### src/verilog/lv_pkg.sv
// shared widths, register addresses, status1 bits, opcode and state enums
package lv_pkg;

    //============================================================
    // widths
    //============================================================
    localparam int REG_AW      = 7;
    localparam int REG_DW      = 8;
    localparam int SPI_FRAME_W = 16;   // r/w bit + addr + data
    localparam int TRIM_NUM    = 10;

    //============================================================
    // register map
    //============================================================
    localparam logic [REG_AW-1:0] ADDR_MODE      = 7'h00;
    localparam logic [REG_AW-1:0] ADDR_STATUS1   = 7'h01;   // sticky error flags
    localparam logic [REG_AW-1:0] ADDR_STATUS2   = 7'h02;   // supply levels
    localparam logic [REG_AW-1:0] ADDR_STATE     = 7'h03;
    localparam logic [REG_AW-1:0] ADDR_TRIM_BASE = 7'h10;
    localparam logic [REG_AW-1:0] ADDR_DEAD_TIME = 7'h19;   // last trim byte

    // status1 flag positions
    localparam int ERR_SPI    = 0;
    localparam int ERR_PWM_DT = 1;
    localparam int ERR_PWM_MM = 2;

    // bit 15 of the frame
    typedef enum logic {
        OP_READ  = 1'b0,
        OP_WRITE = 1'b1
    } spi_op_e;

    typedef enum logic [1:0] {
        ST_INIT   = 2'd0,
        ST_CFG    = 2'd1,
        ST_NORMAL = 2'd2,
        ST_FAULT  = 2'd3
    } ctrl_st_e;

endpackage

### src/verilog/lv_core.sv
// LV die digital core with SPI slave, register slave, control FSM and PWM monitor
`timescale 1ns/10ps
module lv_core import lv_pkg::*; #(
    parameter int MM_LIMIT = 8
) (
    input  logic                            i_clk,
    input  logic                            i_reset,
    input  logic                            i_spi_sclk,
    input  logic                            i_spi_csb,
    input  logic                            i_spi_mosi,
    output logic                            o_spi_miso,
    input  logic                            i_pwr_on,
    input  logic                            i_lv_vsup_ov,
    input  logic                            i_lv_vsup_uv_n,
    input  logic                            i_lv_pwm_dt,
    input  logic                            i_lv_pwm_cmp_wave,
    input  logic                            i_lv_pwm_gate_wave,
    output logic [TRIM_NUM-1:0][REG_DW-1:0] o_reg_trim,
    output logic                            o_pwm_en,
    output logic                            o_intb_n
);

    //============================================================
    // internal nets
    //============================================================
    logic              spi_req_valid;
    spi_op_e           spi_req_op;
    logic [REG_AW-1:0] spi_req_addr;
    logic [REG_DW-1:0] spi_req_wdata;
    logic              reg_rsp_valid;
    logic [REG_DW-1:0] reg_rsp_rdata;
    logic              spi_err;
    logic              spi_en;
    logic              cmd_normal;
    logic              err_any;
    ctrl_st_e          cur_st;
    logic              cfg_wr_en;
    logic [REG_DW-1:0] dead_time;
    logic              pwm_dterr;
    logic              pwm_mmerr;

    lv_spi_slv u_spi_slv (
        .i_clk       (i_clk),
        .i_reset     (i_reset),
        .i_spi_sclk  (i_spi_sclk),
        .i_spi_csb   (i_spi_csb),
        .i_spi_mosi  (i_spi_mosi),
        .i_spi_en    (spi_en),
        .o_spi_miso  (o_spi_miso),
        .o_req_valid (spi_req_valid),
        .o_req_op    (spi_req_op),
        .o_req_addr  (spi_req_addr),
        .o_req_wdata (spi_req_wdata),
        .i_rsp_valid (reg_rsp_valid),
        .i_rsp_rdata (reg_rsp_rdata),
        .o_spi_err   (spi_err)
    );

    lv_reg_slv u_reg_slv (
        .i_clk          (i_clk),
        .i_reset        (i_reset),
        .i_req_valid    (spi_req_valid),
        .i_req_op       (spi_req_op),
        .i_req_addr     (spi_req_addr),
        .i_req_wdata    (spi_req_wdata),
        .o_rsp_valid    (reg_rsp_valid),
        .o_rsp_rdata    (reg_rsp_rdata),
        .i_spi_err      (spi_err),
        .i_pwm_dterr    (pwm_dterr),
        .i_pwm_mmerr    (pwm_mmerr),
        .i_lv_vsup_ov   (i_lv_vsup_ov),
        .i_lv_vsup_uv_n (i_lv_vsup_uv_n),
        .i_cur_st       (cur_st),
        .i_cfg_wr_en    (cfg_wr_en),
        .o_cmd_normal   (cmd_normal),
        .o_err_any      (err_any),
        .o_reg_trim     (o_reg_trim),
        .o_dead_time    (dead_time)
    );

    lv_ctrl_unit u_ctrl_unit (
        .i_clk        (i_clk),
        .i_reset      (i_reset),
        .i_pwr_on     (i_pwr_on),
        .i_cmd_normal (cmd_normal),
        .i_err_any    (err_any),
        .o_cur_st     (cur_st),
        .o_spi_en     (spi_en),
        .o_cfg_wr_en  (cfg_wr_en),
        .o_pwm_en     (o_pwm_en),
        .o_intb_n     (o_intb_n)
    );

    lv_pwm_mon #(
        .MM_LIMIT (MM_LIMIT)
    ) u_pwm_mon (
        .i_clk              (i_clk),
        .i_reset            (i_reset),
        .i_pwm_en           (o_pwm_en),
        .i_lv_pwm_dt        (i_lv_pwm_dt),
        .i_lv_pwm_cmp_wave  (i_lv_pwm_cmp_wave),
        .i_lv_pwm_gate_wave (i_lv_pwm_gate_wave),
        .i_dead_time        (dead_time),
        .o_pwm_mmerr        (pwm_mmerr),
        .o_pwm_dterr        (pwm_dterr)
    );

endmodule

### src/verilog/lv_ctrl_unit.sv
// operating state machine with interrupt, SPI, config and PWM enables
`timescale 1ns/10ps
module lv_ctrl_unit import lv_pkg::*; (
    input  logic     i_clk,
    input  logic     i_reset,
    input  logic     i_pwr_on,
    input  logic     i_cmd_normal,
    input  logic     i_err_any,
    output ctrl_st_e o_cur_st,
    output logic     o_spi_en,
    output logic     o_cfg_wr_en,
    output logic     o_pwm_en,
    output logic     o_intb_n
);

    ctrl_st_e nxt_st;

    //============================================================
    // next state
    //============================================================
    always_comb begin
        nxt_st = o_cur_st;
        case (o_cur_st)
            ST_INIT: begin
                if (i_pwr_on) begin
                    nxt_st = ST_CFG;
                end
            end
            ST_CFG: begin
                if (i_err_any) begin
                    nxt_st = ST_FAULT;   // e.g. bad SPI frame
                end else if (i_cmd_normal) begin
                    nxt_st = ST_NORMAL;
                end
            end
            ST_NORMAL: begin
                if (i_err_any) begin
                    nxt_st = ST_FAULT;
                end
            end
            ST_FAULT: begin
                if (!i_err_any) begin
                    nxt_st = ST_CFG;     // flags cleared by host
                end
            end
            default: nxt_st = ST_INIT;
        endcase
    end

    //============================================================
    // state and registered outputs
    //============================================================
    always_ff @(posedge i_clk) begin
        if (i_reset) begin
            o_cur_st    <= ST_INIT;
            o_spi_en    <= 1'b0;
            o_cfg_wr_en <= 1'b0;
            o_pwm_en    <= 1'b0;
            o_intb_n    <= 1'b1;
        end else begin
            o_cur_st    <= nxt_st;
            o_spi_en    <= nxt_st != ST_INIT;
            o_cfg_wr_en <= nxt_st == ST_CFG;
            o_pwm_en    <= nxt_st == ST_NORMAL;
            o_intb_n    <= nxt_st != ST_FAULT;   // low active
        end
    end

endmodule

### src/verilog/lv_pwm_mon.sv
// PWM gate/compare mismatch and dead-time length checkers
`timescale 1ns/10ps
module lv_pwm_mon import lv_pkg::*; #(
    parameter int MM_LIMIT = 8
) (
    input  logic              i_clk,
    input  logic              i_reset,
    input  logic              i_pwm_en,
    input  logic              i_lv_pwm_dt,
    input  logic              i_lv_pwm_cmp_wave,
    input  logic              i_lv_pwm_gate_wave,
    input  logic [REG_DW-1:0] i_dead_time,
    output logic              o_pwm_mmerr,
    output logic              o_pwm_dterr
);

    localparam int MM_W = $clog2(MM_LIMIT + 1);

    logic            mismatch;
    logic            dt_on;
    logic [MM_W-1:0] mm_cnt;
    logic [REG_DW:0] dt_cnt;   // one extra bit to pass the limit

    assign mismatch = i_pwm_en && (i_lv_pwm_gate_wave ^ i_lv_pwm_cmp_wave);
    assign dt_on    = i_pwm_en && i_lv_pwm_dt;

    // both counters stop one past their limit, so one pulse per episode
    always_ff @(posedge i_clk) begin
        if (i_reset) begin
            mm_cnt      <= '0;
            dt_cnt      <= '0;
            o_pwm_mmerr <= 1'b0;
            o_pwm_dterr <= 1'b0;
        end else begin
            o_pwm_mmerr <= mismatch && mm_cnt == MM_W'(MM_LIMIT - 1);
            o_pwm_dterr <= dt_on && dt_cnt == {1'b0, i_dead_time};
            if (!mismatch) begin
                mm_cnt <= '0;
            end else if (mm_cnt != MM_W'(MM_LIMIT)) begin
                mm_cnt <= mm_cnt + 1'b1;
            end
            if (!dt_on) begin
                dt_cnt <= '0;
            end else if (dt_cnt <= {1'b0, i_dead_time}) begin
                dt_cnt <= dt_cnt + 1'b1;
            end
        end
    end

endmodule

### src/verilog/lv_reg_slv.sv
// register map with trim lock, sticky status1 flags and status read mux
`timescale 1ns/10ps
module lv_reg_slv import lv_pkg::*; (
    input  logic                            i_clk,
    input  logic                            i_reset,
    input  logic                            i_req_valid,
    input  spi_op_e                         i_req_op,
    input  logic [REG_AW-1:0]               i_req_addr,
    input  logic [REG_DW-1:0]               i_req_wdata,
    output logic                            o_rsp_valid,
    output logic [REG_DW-1:0]               o_rsp_rdata,
    input  logic                            i_spi_err,
    input  logic                            i_pwm_dterr,
    input  logic                            i_pwm_mmerr,
    input  logic                            i_lv_vsup_ov,
    input  logic                            i_lv_vsup_uv_n,
    input  ctrl_st_e                        i_cur_st,
    input  logic                            i_cfg_wr_en,
    output logic                            o_cmd_normal,
    output logic                            o_err_any,
    output logic [TRIM_NUM-1:0][REG_DW-1:0] o_reg_trim,
    output logic [REG_DW-1:0]               o_dead_time
);

    localparam int DT_IDX = ADDR_DEAD_TIME - ADDR_TRIM_BASE;

    logic              wr_req;
    logic              rd_req;
    logic              in_trim;
    logic [REG_AW-1:0] trim_idx;
    logic [REG_DW-1:0] st1_q;
    logic [REG_DW-1:0] err_set;
    logic [REG_DW-1:0] rd_mux;

    assign wr_req   = i_req_valid && i_req_op == OP_WRITE;
    assign rd_req   = i_req_valid && i_req_op == OP_READ;
    assign trim_idx = i_req_addr - ADDR_TRIM_BASE;
    assign in_trim  = i_req_addr >= ADDR_TRIM_BASE && trim_idx < REG_AW'(TRIM_NUM);

    always_comb begin
        err_set             = '0;
        err_set[ERR_SPI]    = i_spi_err;
        err_set[ERR_PWM_DT] = i_pwm_dterr;
        err_set[ERR_PWM_MM] = i_pwm_mmerr;
    end

    //============================================================
    // read mux
    //============================================================
    always_comb begin
        rd_mux = '0;
        if (in_trim) begin
            rd_mux = o_reg_trim[trim_idx];
        end else begin
            case (i_req_addr)
                ADDR_STATUS1: rd_mux = st1_q;
                ADDR_STATUS2: rd_mux = {{(REG_DW-2){1'b0}}, i_lv_vsup_ov, ~i_lv_vsup_uv_n};
                ADDR_STATE:   rd_mux = {{(REG_DW-$bits(ctrl_st_e)){1'b0}}, i_cur_st};
                default:      rd_mux = '0;   // mode reg and holes
            endcase
        end
    end

    //============================================================
    // writes, flags and response
    //============================================================
    always_ff @(posedge i_clk) begin
        if (i_reset) begin
            o_reg_trim   <= '0;
            st1_q        <= '0;
            o_cmd_normal <= 1'b0;
            o_rsp_valid  <= 1'b0;
            o_rsp_rdata  <= '0;
        end else begin
            o_rsp_valid  <= rd_req;
            o_cmd_normal <= wr_req && i_req_addr == ADDR_MODE && i_req_wdata[0];
            if (rd_req) begin
                o_rsp_rdata <= rd_mux;
            end
            if (wr_req && i_cfg_wr_en && in_trim) begin
                o_reg_trim[trim_idx] <= i_req_wdata;   // locked outside cfg
            end
            // a new error wins over a clear in the same cycle
            if (wr_req && i_req_addr == ADDR_STATUS1) begin
                st1_q <= (st1_q & ~i_req_wdata) | err_set;
            end else begin
                st1_q <= st1_q | err_set;
            end
        end
    end

    assign o_err_any   = |st1_q;
    assign o_dead_time = o_reg_trim[DT_IDX];

endmodule

### src/verilog/lv_spi_slv.sv
// SPI mode 0 slave with pin sync, frame decode, register request and MISO read-back
`timescale 1ns/10ps
module lv_spi_slv import lv_pkg::*; (
    input  logic                 i_clk,
    input  logic                 i_reset,
    input  logic                 i_spi_sclk,
    input  logic                 i_spi_csb,
    input  logic                 i_spi_mosi,
    input  logic                 i_spi_en,
    output logic                 o_spi_miso,
    output logic                 o_req_valid,
    output spi_op_e              o_req_op,
    output logic [REG_AW-1:0]    o_req_addr,
    output logic [REG_DW-1:0]    o_req_wdata,
    input  logic                 i_rsp_valid,
    input  logic [REG_DW-1:0]    i_rsp_rdata,
    output logic                 o_spi_err
);

    localparam int CNT_W    = $clog2(SPI_FRAME_W) + 1;
    localparam int HDR_BITS = SPI_FRAME_W - REG_DW;   // op + addr

    logic [2:0]          sclk_q;
    logic [2:0]          csb_q;
    logic [1:0]          mosi_q;
    logic                sclk_rise;
    logic                sclk_fall;
    logic                csb_rise;
    logic                frame_act;
    logic [CNT_W-1:0]    bit_cnt;
    logic [REG_DW-1:0]   shift_q;
    logic [HDR_BITS-1:0] hdr_q;
    logic [REG_DW-1:0]   tx_q;

    //============================================================
    // pin synchronizers and edge detect
    //============================================================
    always_ff @(posedge i_clk) begin
        if (i_reset) begin
            sclk_q <= '0;
            csb_q  <= '1;   // idle high
            mosi_q <= '0;
        end else begin
            sclk_q <= {sclk_q[1:0], i_spi_sclk};
            csb_q  <= {csb_q[1:0], i_spi_csb};
            mosi_q <= {mosi_q[0], i_spi_mosi};
        end
    end

    assign sclk_rise = sclk_q[1] & ~sclk_q[2];
    assign sclk_fall = ~sclk_q[1] & sclk_q[2];
    assign csb_rise  = csb_q[1] & ~csb_q[2];
    assign frame_act = ~csb_q[1] & i_spi_en;

    //============================================================
    // bit counter, shifter and requests
    //============================================================
    always_ff @(posedge i_clk) begin
        if (i_reset) begin
            bit_cnt     <= '0;
            shift_q     <= '0;
            hdr_q       <= '0;
            o_req_valid <= 1'b0;
            o_spi_err   <= 1'b0;
        end else begin
            o_req_valid <= 1'b0;
            o_spi_err   <= 1'b0;
            if (!frame_act) begin
                bit_cnt <= '0;
            end else if (sclk_rise) begin
                shift_q <= {shift_q[REG_DW-2:0], mosi_q[1]};
                if (bit_cnt != '1) begin
                    bit_cnt <= bit_cnt + 1'b1;   // saturate on long frames
                end
                if (bit_cnt == CNT_W'(HDR_BITS - 1)) begin
                    hdr_q       <= {shift_q[HDR_BITS-2:0], mosi_q[1]};
                    o_req_valid <= spi_op_e'(shift_q[HDR_BITS-2]) == OP_READ;
                end
                if (bit_cnt == CNT_W'(SPI_FRAME_W - 1) &&
                    spi_op_e'(hdr_q[HDR_BITS-1]) == OP_WRITE) begin
                    o_req_valid <= 1'b1;
                end
            end
            // short or long frame
            if (csb_rise && i_spi_en && bit_cnt != CNT_W'(SPI_FRAME_W)) begin
                o_spi_err <= 1'b1;
            end
        end
    end

    assign o_req_op    = spi_op_e'(hdr_q[HDR_BITS-1]);
    assign o_req_addr  = hdr_q[REG_AW-1:0];
    assign o_req_wdata = shift_q;

    // read data shifts out MSB first on falling edges
    always_ff @(posedge i_clk) begin
        if (i_reset || !frame_act) begin
            tx_q       <= '0;
            o_spi_miso <= 1'b0;
        end else if (i_rsp_valid) begin
            tx_q <= i_rsp_rdata;
        end else if (sclk_fall) begin
            o_spi_miso <= tx_q[REG_DW-1];
            tx_q       <= {tx_q[REG_DW-2:0], 1'b0};
        end
    end

endmodule

### config.mk
export PLATFORM = sky130hd
export DESIGN_NAME = lv_core
export DESIGN_NICKNAME = d
export VERILOG_FILES = /design/src/verilog/lv_pkg.sv /design/src/verilog/lv_core.sv /design/src/verilog/lv_ctrl_unit.sv /design/src/verilog/lv_pwm_mon.sv /design/src/verilog/lv_reg_slv.sv /design/src/verilog/lv_spi_slv.sv
export SDC_FILE = /design/constraint.sdc
export NUM_CORES = 1
export LEC_CHECK = 0
export BUFFER_PORTS_ARGS = -buffer_cell sky130_fd_sc_hd__buf_2
export CORE_ASPECT_RATIO = 2
export CORE_MARGIN = 2
export CORE_UTILIZATION = 40
export CTS_BUF_LIST = sky130_fd_sc_hd__clkbuf_16
export DETAILED_ROUTE_END_ITERATION = 10
export HOLD_SLACK_MARGIN = 0.06
export PLACE_DENSITY = 0.67
export SLEW_MARGIN = 25
export SYNTH_ARGS = -nofsm -noshare
export SYNTH_HDL_FRONTEND = slang
export SYNTH_SLANG_ARGS = --single-unit
### constraint.sdc
create_clock -name i_clk -period 5.8 [get_ports i_clk]
set_input_delay 1.45 -clock i_clk [delete_from_list [all_inputs] [get_ports i_clk]]
set_output_delay 1.45 -clock i_clk [all_outputs]
set_load 0.03 [all_outputs]
==> metrics.cfg, run 1 <==
[layout]
fill_cells = 1676
diodes = 0
final_common_cell = dfxtp_1
seqCellArea_sq_um = 3180
synthToLayoutAreaGrowth_pct = 15.5
final_cell_mix = 158 x dfxtp_1, 131 x nor2_1, 110 x mux2i_1
nets = 834
multi_input_area_sq_um = 3650
design_area_sq_um = 8230
postLayoutCoreUtil_pct = 46.7
drive_above_1_share_pct = 21.0

[yosys]
syn_inst = 736
synth_edf_count = 0
syn-cell-area_sq_um = 7120
synth_cell_types = 52
async_flop_share_pct = 0
synth_ff_type = dfxtp_1
syn_nets = 764
syn_avg_cell_area_sq_um = 9.67
ys_seq_area_share_pct = 44.7
ys_warn_count = 0
synth_seq_cells = 159

[worst_setup_path]
critPathLaunch = u_spi_slv.hdr_q[2]$_SDFFE_PP0P_
crit_type = flop to flop
slowest_stage = nand4b_1
worstSetupEndpointType = flop
cp-start-kind = flop
arrival_ns = 2.99
crit_chain = o21ai_0 > and4bb_1 > nand4b_1 > mux2i_1 > nor2_1
required_ns = 6.07
rr_endpoint = u_reg_slv.o_reg_trim[49]$_SDFFE_PP0P_
crit_path_max_fanout = 16
worstReg2RegStart = u_spi_slv.hdr_q[2]$_SDFFE_PP0P_
critPathCapture = u_reg_slv.o_reg_trim[49]$_SDFFE_PP0P_
r2r_cells = 5
reg2reg_slack_ns = 3.08
crit_path_max_incr_delay_ns = 0.67

[cts]
clk_pin_slew_worst_paths_ns = 0.06
cts_root_buf = clkbuf_16
cts_sinks = 159
cts_tree = done
ctsResizeCount = 0
ctsHoldBuffers = 0
clock_latency_ns = 0.42
h-tree-depth = 4
post_cts_buffers = 0
cts_buffer_depth = 2
numCtsBuffers = 17

[timing]
worst_pin_slew_ns = 0.958
finalSetupViolCount = 0
max_freq_mhz = 367
finalHoldViolCount = 0
tns_ns = 0
holdWs_ns = 0.409
final.min_clock_period_ns = 2.72
slew_headroom_pct = 36.1
slew_viol_final = 0
post-route-period-util_pct = 47.0
skew_ns = 0.00732
rsz0062_at_grt = false

[placed_design]
globalplace.congestion = 0.849
dpl_cell_area_sq_um = 7660
hpwlAfterDp_mm = 12.6
port_buffers = 93

[pwr]
peakVddDrop_uv = 151
seq_power_share_pct = 50.1
p_total_mw = 2.19
clkPwrFrac_pct = 48.6
swShare_pct = 22.5
leakage_nw = 3.91
p_comb_share_pct = 1.3
power.internal_mw = 1.70
cellPowerDensity_nw_per_um2 = 267
switching_power_mw = 0.493

[die]
die_area_sq_um = 18900
die_y_um = 193
num_io_pins = 94
placementRows = 69
core_area_sq_um = 17600
initial_core_util_pct = 40.4
die_x_um = 98.3

[worst_hold_path]
hold_path.class = flop to flop
hold_depth = 1

[global_routing]
antenna_found_initial = 1
grt_pass1_wl_mm = 29.0
grt_pass1_vias = 5414
grt_max_degree = 96
overflow = 0
grt.total_usage_pct = 19.5

[outcome]
status = finished, final reports clean

[detailed_routing]
drtIter0Drc = 290
routed_via_density = 5.32
drt_pass1_iterations = 4
drc = 0
wirelength_mm = 18.2
num_vias = 5494
routedWlPerCell_um = 17.6
antenna_left = 0

[job]
maxCapViolCount = 0

logic make-up after synthesis:
family / count (synthesis) / share of synthesized area, %
DFF: 159 / 44.7
buffers and inverters: 64 / 4.06
and+or+nand+nor: 261 / 17.6
xor gates and xnor gates: 7 / 0.861
adders and majority gates: 17 / 2.99
AOI/OAI and AO/OA: 95 / 8.12
muxes: 133 / 21.6
flip-flops by register name, summed over array words and instances, names as in the netlist, 2 cells and up:
register and count:
u_ctrl_unit.o_cur_st 2, u_pwm_mon.dt_cnt 9, u_pwm_mon.mm_cnt 4, u_reg_slv.o_dead_time 8, u_reg_slv.o_reg_trim 72, u_reg_slv.o_rsp_rdata 8
u_reg_slv.st1_q 8, u_spi_slv.bit_cnt 5, u_spi_slv.csb_q 3, u_spi_slv.hdr_q 8, u_spi_slv.mosi_q 2, u_spi_slv.o_req_wdata 8
u_spi_slv.sclk_q 3, u_spi_slv.tx_q 8
synthesized netlist by cell type (2+ instances only):
master | n | area [sq um]
mux2_2 | 7 | 78.8
buf_2 | 6 | 30.0
dfxtp_1 | 159 | 3180
or2_2 | 3 | 18.8
nand2b_1 | 7 | 43.8
nand3_1 | 11 | 55.1
a211oi_1 | 4 | 30.0
nor4_1 | 4 | 25.0
nor3_1 | 5 | 25.0
mux2i_1 | 110 | 1100
nand2_1 | 55 | 206
nor3b_1 | 2 | 15.0
nand4b_1 | 4 | 35.0
ha_1 | 17 | 213
o21ai_0 | 17 | 85.1
nand4_1 | 3 | 18.8
o21ai_1 | 2 | 10.0
nand3_2 | 6 | 60.1
a2111oi_0 | 3 | 26.3
inv_1 | 18 | 67.6
xnor2_1 | 3 | 26.3
nand4_4 | 2 | 42.5
nor2_1 | 131 | 492
and3_1 | 5 | 31.3
clkbuf_1 | 31 | 116
buf_6 | 3 | 33.8
xor2_1 | 4 | 35.0
a21oi_1 | 51 | 255
a2111o_1 | 4 | 45.0
mux4_2 | 16 | 360
buf_4 | 5 | 37.5
nor2b_1 | 12 | 75.1
a22o_1 | 7 | 61.3
through the flow:
| stage | setup WS [ns] | std cells |
|---|---|---|
| after floorplan | 3.33 | 736 |
| after global placement | 3.00 | 1000 |
| after detailed placement | 2.97 | 1000 |
| after CTS | 3.08 | 1032 |
| after global routing | 2.86 | 1032 |
| final | 3.08 | 1032 |
how the worst min path moves through the flow:
stage,start,end,slack [ns]
2_1_floorplan,u_spi_slv.csb_q[0]$_SDFF_PP1_,u_spi_slv.csb_q[1]$_SDFF_PP1_,0.39
4_1_cts,u_spi_slv.csb_q[0]$_SDFF_PP1_,u_spi_slv.csb_q[1]$_SDFF_PP1_,0.41
6_report,u_spi_slv.csb_q[0]$_SDFF_PP1_,u_spi_slv.csb_q[1]$_SDFF_PP1_,0.41
3_5_place_dp,u_spi_slv.csb_q[0]$_SDFF_PP1_,u_spi_slv.csb_q[1]$_SDFF_PP1_,0.39
3_3_place_gp,u_spi_slv.csb_q[0]$_SDFF_PP1_,u_spi_slv.csb_q[1]$_SDFF_PP1_,0.39
5_1_grt,u_spi_slv.csb_q[0]$_SDFF_PP1_,u_spi_slv.csb_q[1]$_SDFF_PP1_,0.43
per-layer routing:
metal	up-vias	track usage, %	share of wire (%)
met5	-	0	0.055
met4	2	5.95	1.7
met3	24	6.52	7.2
met2	163	33.0	50
met1	2608	23.4	41
li1	2697	-	-
power groups by stage:
stage	Combinational (mW)	Sequential, mW	Clock, mW
6_report	0.0285	1.10	1.07
5_1_grt	0.0314	1.10	1.13
4_1_cts	0.0287	1.10	1.09
3_5_place_dp	0.0286	1.12	0
3_3_place_gp	0.0283	1.12	0
2_1_floorplan	0.0217	1.12	0
final cells by class:
| type | instances | area share (%) |
|---|---|---|
| clock buffers | 17 | 5.17 |
| clock inverters | 15 | 1.66 |
| inverters | 18 | 0.821 |
| multi-input cells | 513 | 44.3 |
| flip-flops and latches | 159 | 38.7 |
| well taps | 213 | 3.24 |
| repair buffers | 97 | 6.05 |
critical path, delay by kind of cell, from the launching register on:
family / cells / cell delay [ns]
flip-flops: 1 / 0.55
AO/OA/AOI/OAI: 1 / 0.32
AND/OR/NAND/NOR: 3 / 1.35
multiplexers: 1 / 0.35
(Power assumes the default switching activity.)
==> run 2: changes to the inputs <==
Settings changed: ABC_AREA set to 1, PLACE_DENSITY 0.67 to 0.69.
Clock period 5.8 ns to 2.3 ns, I/O delays scaled along.
==> run 2 against run 1 <==
Area after synthesis increased by 10%; first-iteration DRC count is 23% higher; total power grew to 2.6 times the previous value; utilization increased by 0.21 points; sequential cell count is the same; register-to-register slack lost 2.8 ns; final cell count grew 49%; non-clock buffer count increased by 11.
==> metrics.cfg, run 2 <==
[layout]
drive_above_1_share_pct = 13.9  ; -7.1 points
reg_top3 = u_reg_slv.o_reg_trim (72), u_pwm_mon.dt_cnt (9)
final_cells = 1534  ; +49%
largest_reg_flops = 72  ; unchanged
diodes = 0  ; unchanged
fill_cells = 2051  ; +22%
synthToLayoutAreaGrowth_pct = 15.1
max_flop_register = u_reg_slv.o_reg_trim
nets = 1290  ; +55%
final_cell_mix = 371 x nand2_1, 223 x nor2_1, 158 x dfxtp_1
postLayoutCoreUtil_pct = 46.9  ; +0.21 points
design_area_sq_um = 9040  ; +10%
final_common_cell = nand2_1

[yosys]
ys_warn_count = 0  ; unchanged
synth.most_common_cell = nand2_1
synth_cell_types = 36  ; -31%
synth_top_family_by_area = simple AND/OR/NAND/NOR gates
synth_ff_type = dfxtp_1
synthAdderAreaFrac_pct = 2.71  ; -0.28 points
syn_nets = 1213  ; +59%
yosys.area_share.simple_pct = 37.5  ; +20 points
synth_xor_area_share_pct = 0.668  ; -0.19 points
synth_seq_cells = 159  ; unchanged
synth_compound_area_share_pct = 7.67  ; -0.45 points
syn-cell-area_sq_um = 7860  ; +10%
syn_avg_cell_area_sq_um = 6.63  ; -31%
yosys.area.top_type = dfxtp_1
ys_seq_area_share_pct = 40.5  ; -4.2 points
netlist_top_cells_area = dfxtp_1 40%, nand2_1 18%, nor2_1 11%
synth_top_area_share_pct = 40.5  ; -4.2 points
muxShareOfSynthArea_pct = 0  ; -22 points
ys_top_cells_by_count = 371 x nand2_1, 223 x nor2_1, 159 x dfxtp_1, 142 x inv_1, 51 x o21ai_0
syn_inst = 1185  ; +61%
synth_edf_count = 0  ; unchanged
async_flop_share_pct = 0  ; unchanged

[die]
die_area_sq_um = 20900  ; +10%
die_x_um = 103  ; +4.9%
placementRows = 72  ; +4.3%
initial_core_util_pct = 40.8  ; +0.35 points
num_io_pins = 94  ; unchanged
die_y_um = 202  ; +5.0%
core_area_sq_um = 19300  ; +9.5%

[pwr]
swShare_pct = 23.0  ; +0.53 points
clkPwrFrac_pct = 49.1  ; +0.5 points
peakVddDrop_uv = 424  ; +180%
cellPowerDensity_nw_per_um2 = 635  ; +140%
p_total_mw = 5.74  ; +160%
leakage_nw = 4.71  ; +20%
switching_power_mw = 1.32  ; +170%
p_comb_share_pct = 2.2  ; +0.9 points
seq_power_share_pct = 48.6  ; -1.5 points
power.internal_mw = 4.42  ; +160%

[detailed_routing]
antenna_left = 0  ; unchanged
routedWlPerCell_um = 14.6  ; -17%
drt_pass1_iterations = 5  ; +1
wirelength_mm = 22.4  ; +23%
routed_via_density = 4.82  ; -9.4%
drc = 0  ; unchanged
drtIter0Drc = 357  ; +23%
num_vias = 7400  ; +35%

[cts]
h-tree-depth = 4  ; unchanged
ctsResizeCount = 0  ; unchanged
cts_buffer_depth = 2  ; unchanged
clock_latency_ns = 0.43  ; about the same
clk_pin_slew_worst_paths_ns = 0.07  ; about the same
cts_sinks = 159  ; unchanged
post_cts_buffers = 0  ; unchanged
ctsHoldBuffers = 0  ; unchanged
cts_root_buf = clkbuf_16
cts_tree = done
numCtsBuffers = 17  ; unchanged

[global_routing]
grt.total_usage_pct = 21.9  ; +2.4 points
antenna_found_initial = 0  ; -1
grt_max_degree = 32  ; -67%
grt_pass1_vias = 7159  ; +32%
grtUsageMet2_pct = 41.1  ; +8.1 points
gr-usage-met1_pct = 20.7  ; -2.7 points
grt_pass1_wl_mm = 35.0  ; +21%
grt_use_met3_pct = 3.70  ; -2.8 points
overflow = 0  ; unchanged
busiest_layer = met2

[worst_setup_path]
crit_chain = inv_1 > ha_1 > or2_2 > a21oi_1 > nand3_1 > nand2_1 > inv_1 > nor2_1 > nor2_1
arrival_ns = 2.38  ; -0.61 ns
required_ns = 2.62  ; -3.45 ns
crit_type = flop to flop
crit_path_max_incr_delay_ns = 0.38  ; -0.29 ns
slowest_stage = dfxtp_1
cp-start-kind = flop
crit_path_max_fanout = 10  ; -6
worstSetupEndpointType = flop

[timing]
slew_viol_final = 0  ; unchanged
finalSetupViolCount = 0  ; unchanged
post-route-period-util_pct = 89.6  ; +43 points
rsz0062_at_grt = false
final.min_clock_period_ns = 2.06  ; -0.663 ns
slew_headroom_pct = 43.1  ; +7.0 points
skew_ns = 0.00965  ; +0.00234 ns
max_freq_mhz = 485  ; +32%
tns_ns = 0  ; unchanged
holdWs_ns = 0.326  ; -0.0835 ns
fin_ws_ns = 0.239  ; -2.84 ns
worst_pin_slew_ns = 0.853  ; -0.106 ns
finalHoldViolCount = 0  ; unchanged

[placed_design]
port_buffers = 93  ; unchanged
hpwlAfterDp_mm = 16.5  ; +31%
pre_cts_slack_ns = 0.207  ; -2.76 ns
dpl_cell_area_sq_um = 8460  ; +10%
place_inst = 1502  ; +50%
globalplace.congestion = 0.927  ; +9.2%

[worst_hold_path]
hold_path.class = primary input to flop

[outcome]
status = finished, final reports clean

[job]
maxCapViolCount = 0  ; unchanged

## run 2: changes by cell type in the layout (fill, tap and decap cells not counted), moves of 34 or more
cell	delta
inv_1	+124
mux2i_1	-110
nand2_1	+316
nand3_1	+38
nor2_1	+92
o21ai_0	+34
## run 2: area by class of cell
type / instances / area (sq um) / area share, %
multi-input combinational: 828 / 3820 / 42.2
sequential: 159 / 3180 / 35.2
timing repair buffer: 108 / 578 / 6.39
inverter: 148 / 556 / 6.14
clock buffer: 17 / 425 / 4.70
tap: 259 / 324 / 3.58
clock inverter: 15 / 156 / 1.73
## run 2: kinds of logic (layout without fill, tap and decap cells)
group / after synthesis / in the layout
AO/OA/AOI/OAI: 114 / 114
buffers and inverters: 198 / 288
flip-flops: 159 / 159
AND/OR/NAND/NOR: 691 / 691
adder cells (fa/ha/maj): 17 / 17
XOR/XNOR: 6 / 6
## run 2: power by group through the flow
stage	registers (mW)	clock network, mW	logic (mW)
global placement	2.85	0	0.129
floorplan	2.85	0	0.0875
finish	2.79	2.82	0.129
detailed placement	2.85	0	0.130
global route	2.79	2.98	0.146
CTS	2.79	2.86	0.130
## run 2: layer usage
metal	vias to the layer above	routed length [um]
li1	3785	-
met1	3359	7910
met2	183	12200
met3	73	712
met4	0	1520
met5	-	0
## run 2: worst paths after layout
kind	from	end	slack (ns)	cells after the start
min	i_spi_csb	u_spi_slv.csb_q[0]$_SDFF_PP1_	0.33	2
min reg2reg	u_spi_slv.sclk_q[0]$_SDFF_PP0_	u_spi_slv.sclk_q[1]$_SDFF_PP0_	0.40	2
max	u_reg_slv.o_dead_time[7]$_SDFFE_PP0P_	u_pwm_mon.dt_cnt[0]$_SDFFE_PP0P_	0.24	9
max reg2reg	u_reg_slv.o_dead_time[7]$_SDFFE_PP0P_	u_pwm_mon.dt_cnt[0]$_SDFFE_PP0P_	0.24	9
## run 2: critical path: cells and delay by family, from the launching register on
family                     cells  cell delay [ns]
and+or+nand+nor                5             1.04
DFF                            1             0.38
buffers and inverters          2             0.18
AOI/OAI and AO/OA              1             0.17
adders and majority gates      1             0.19
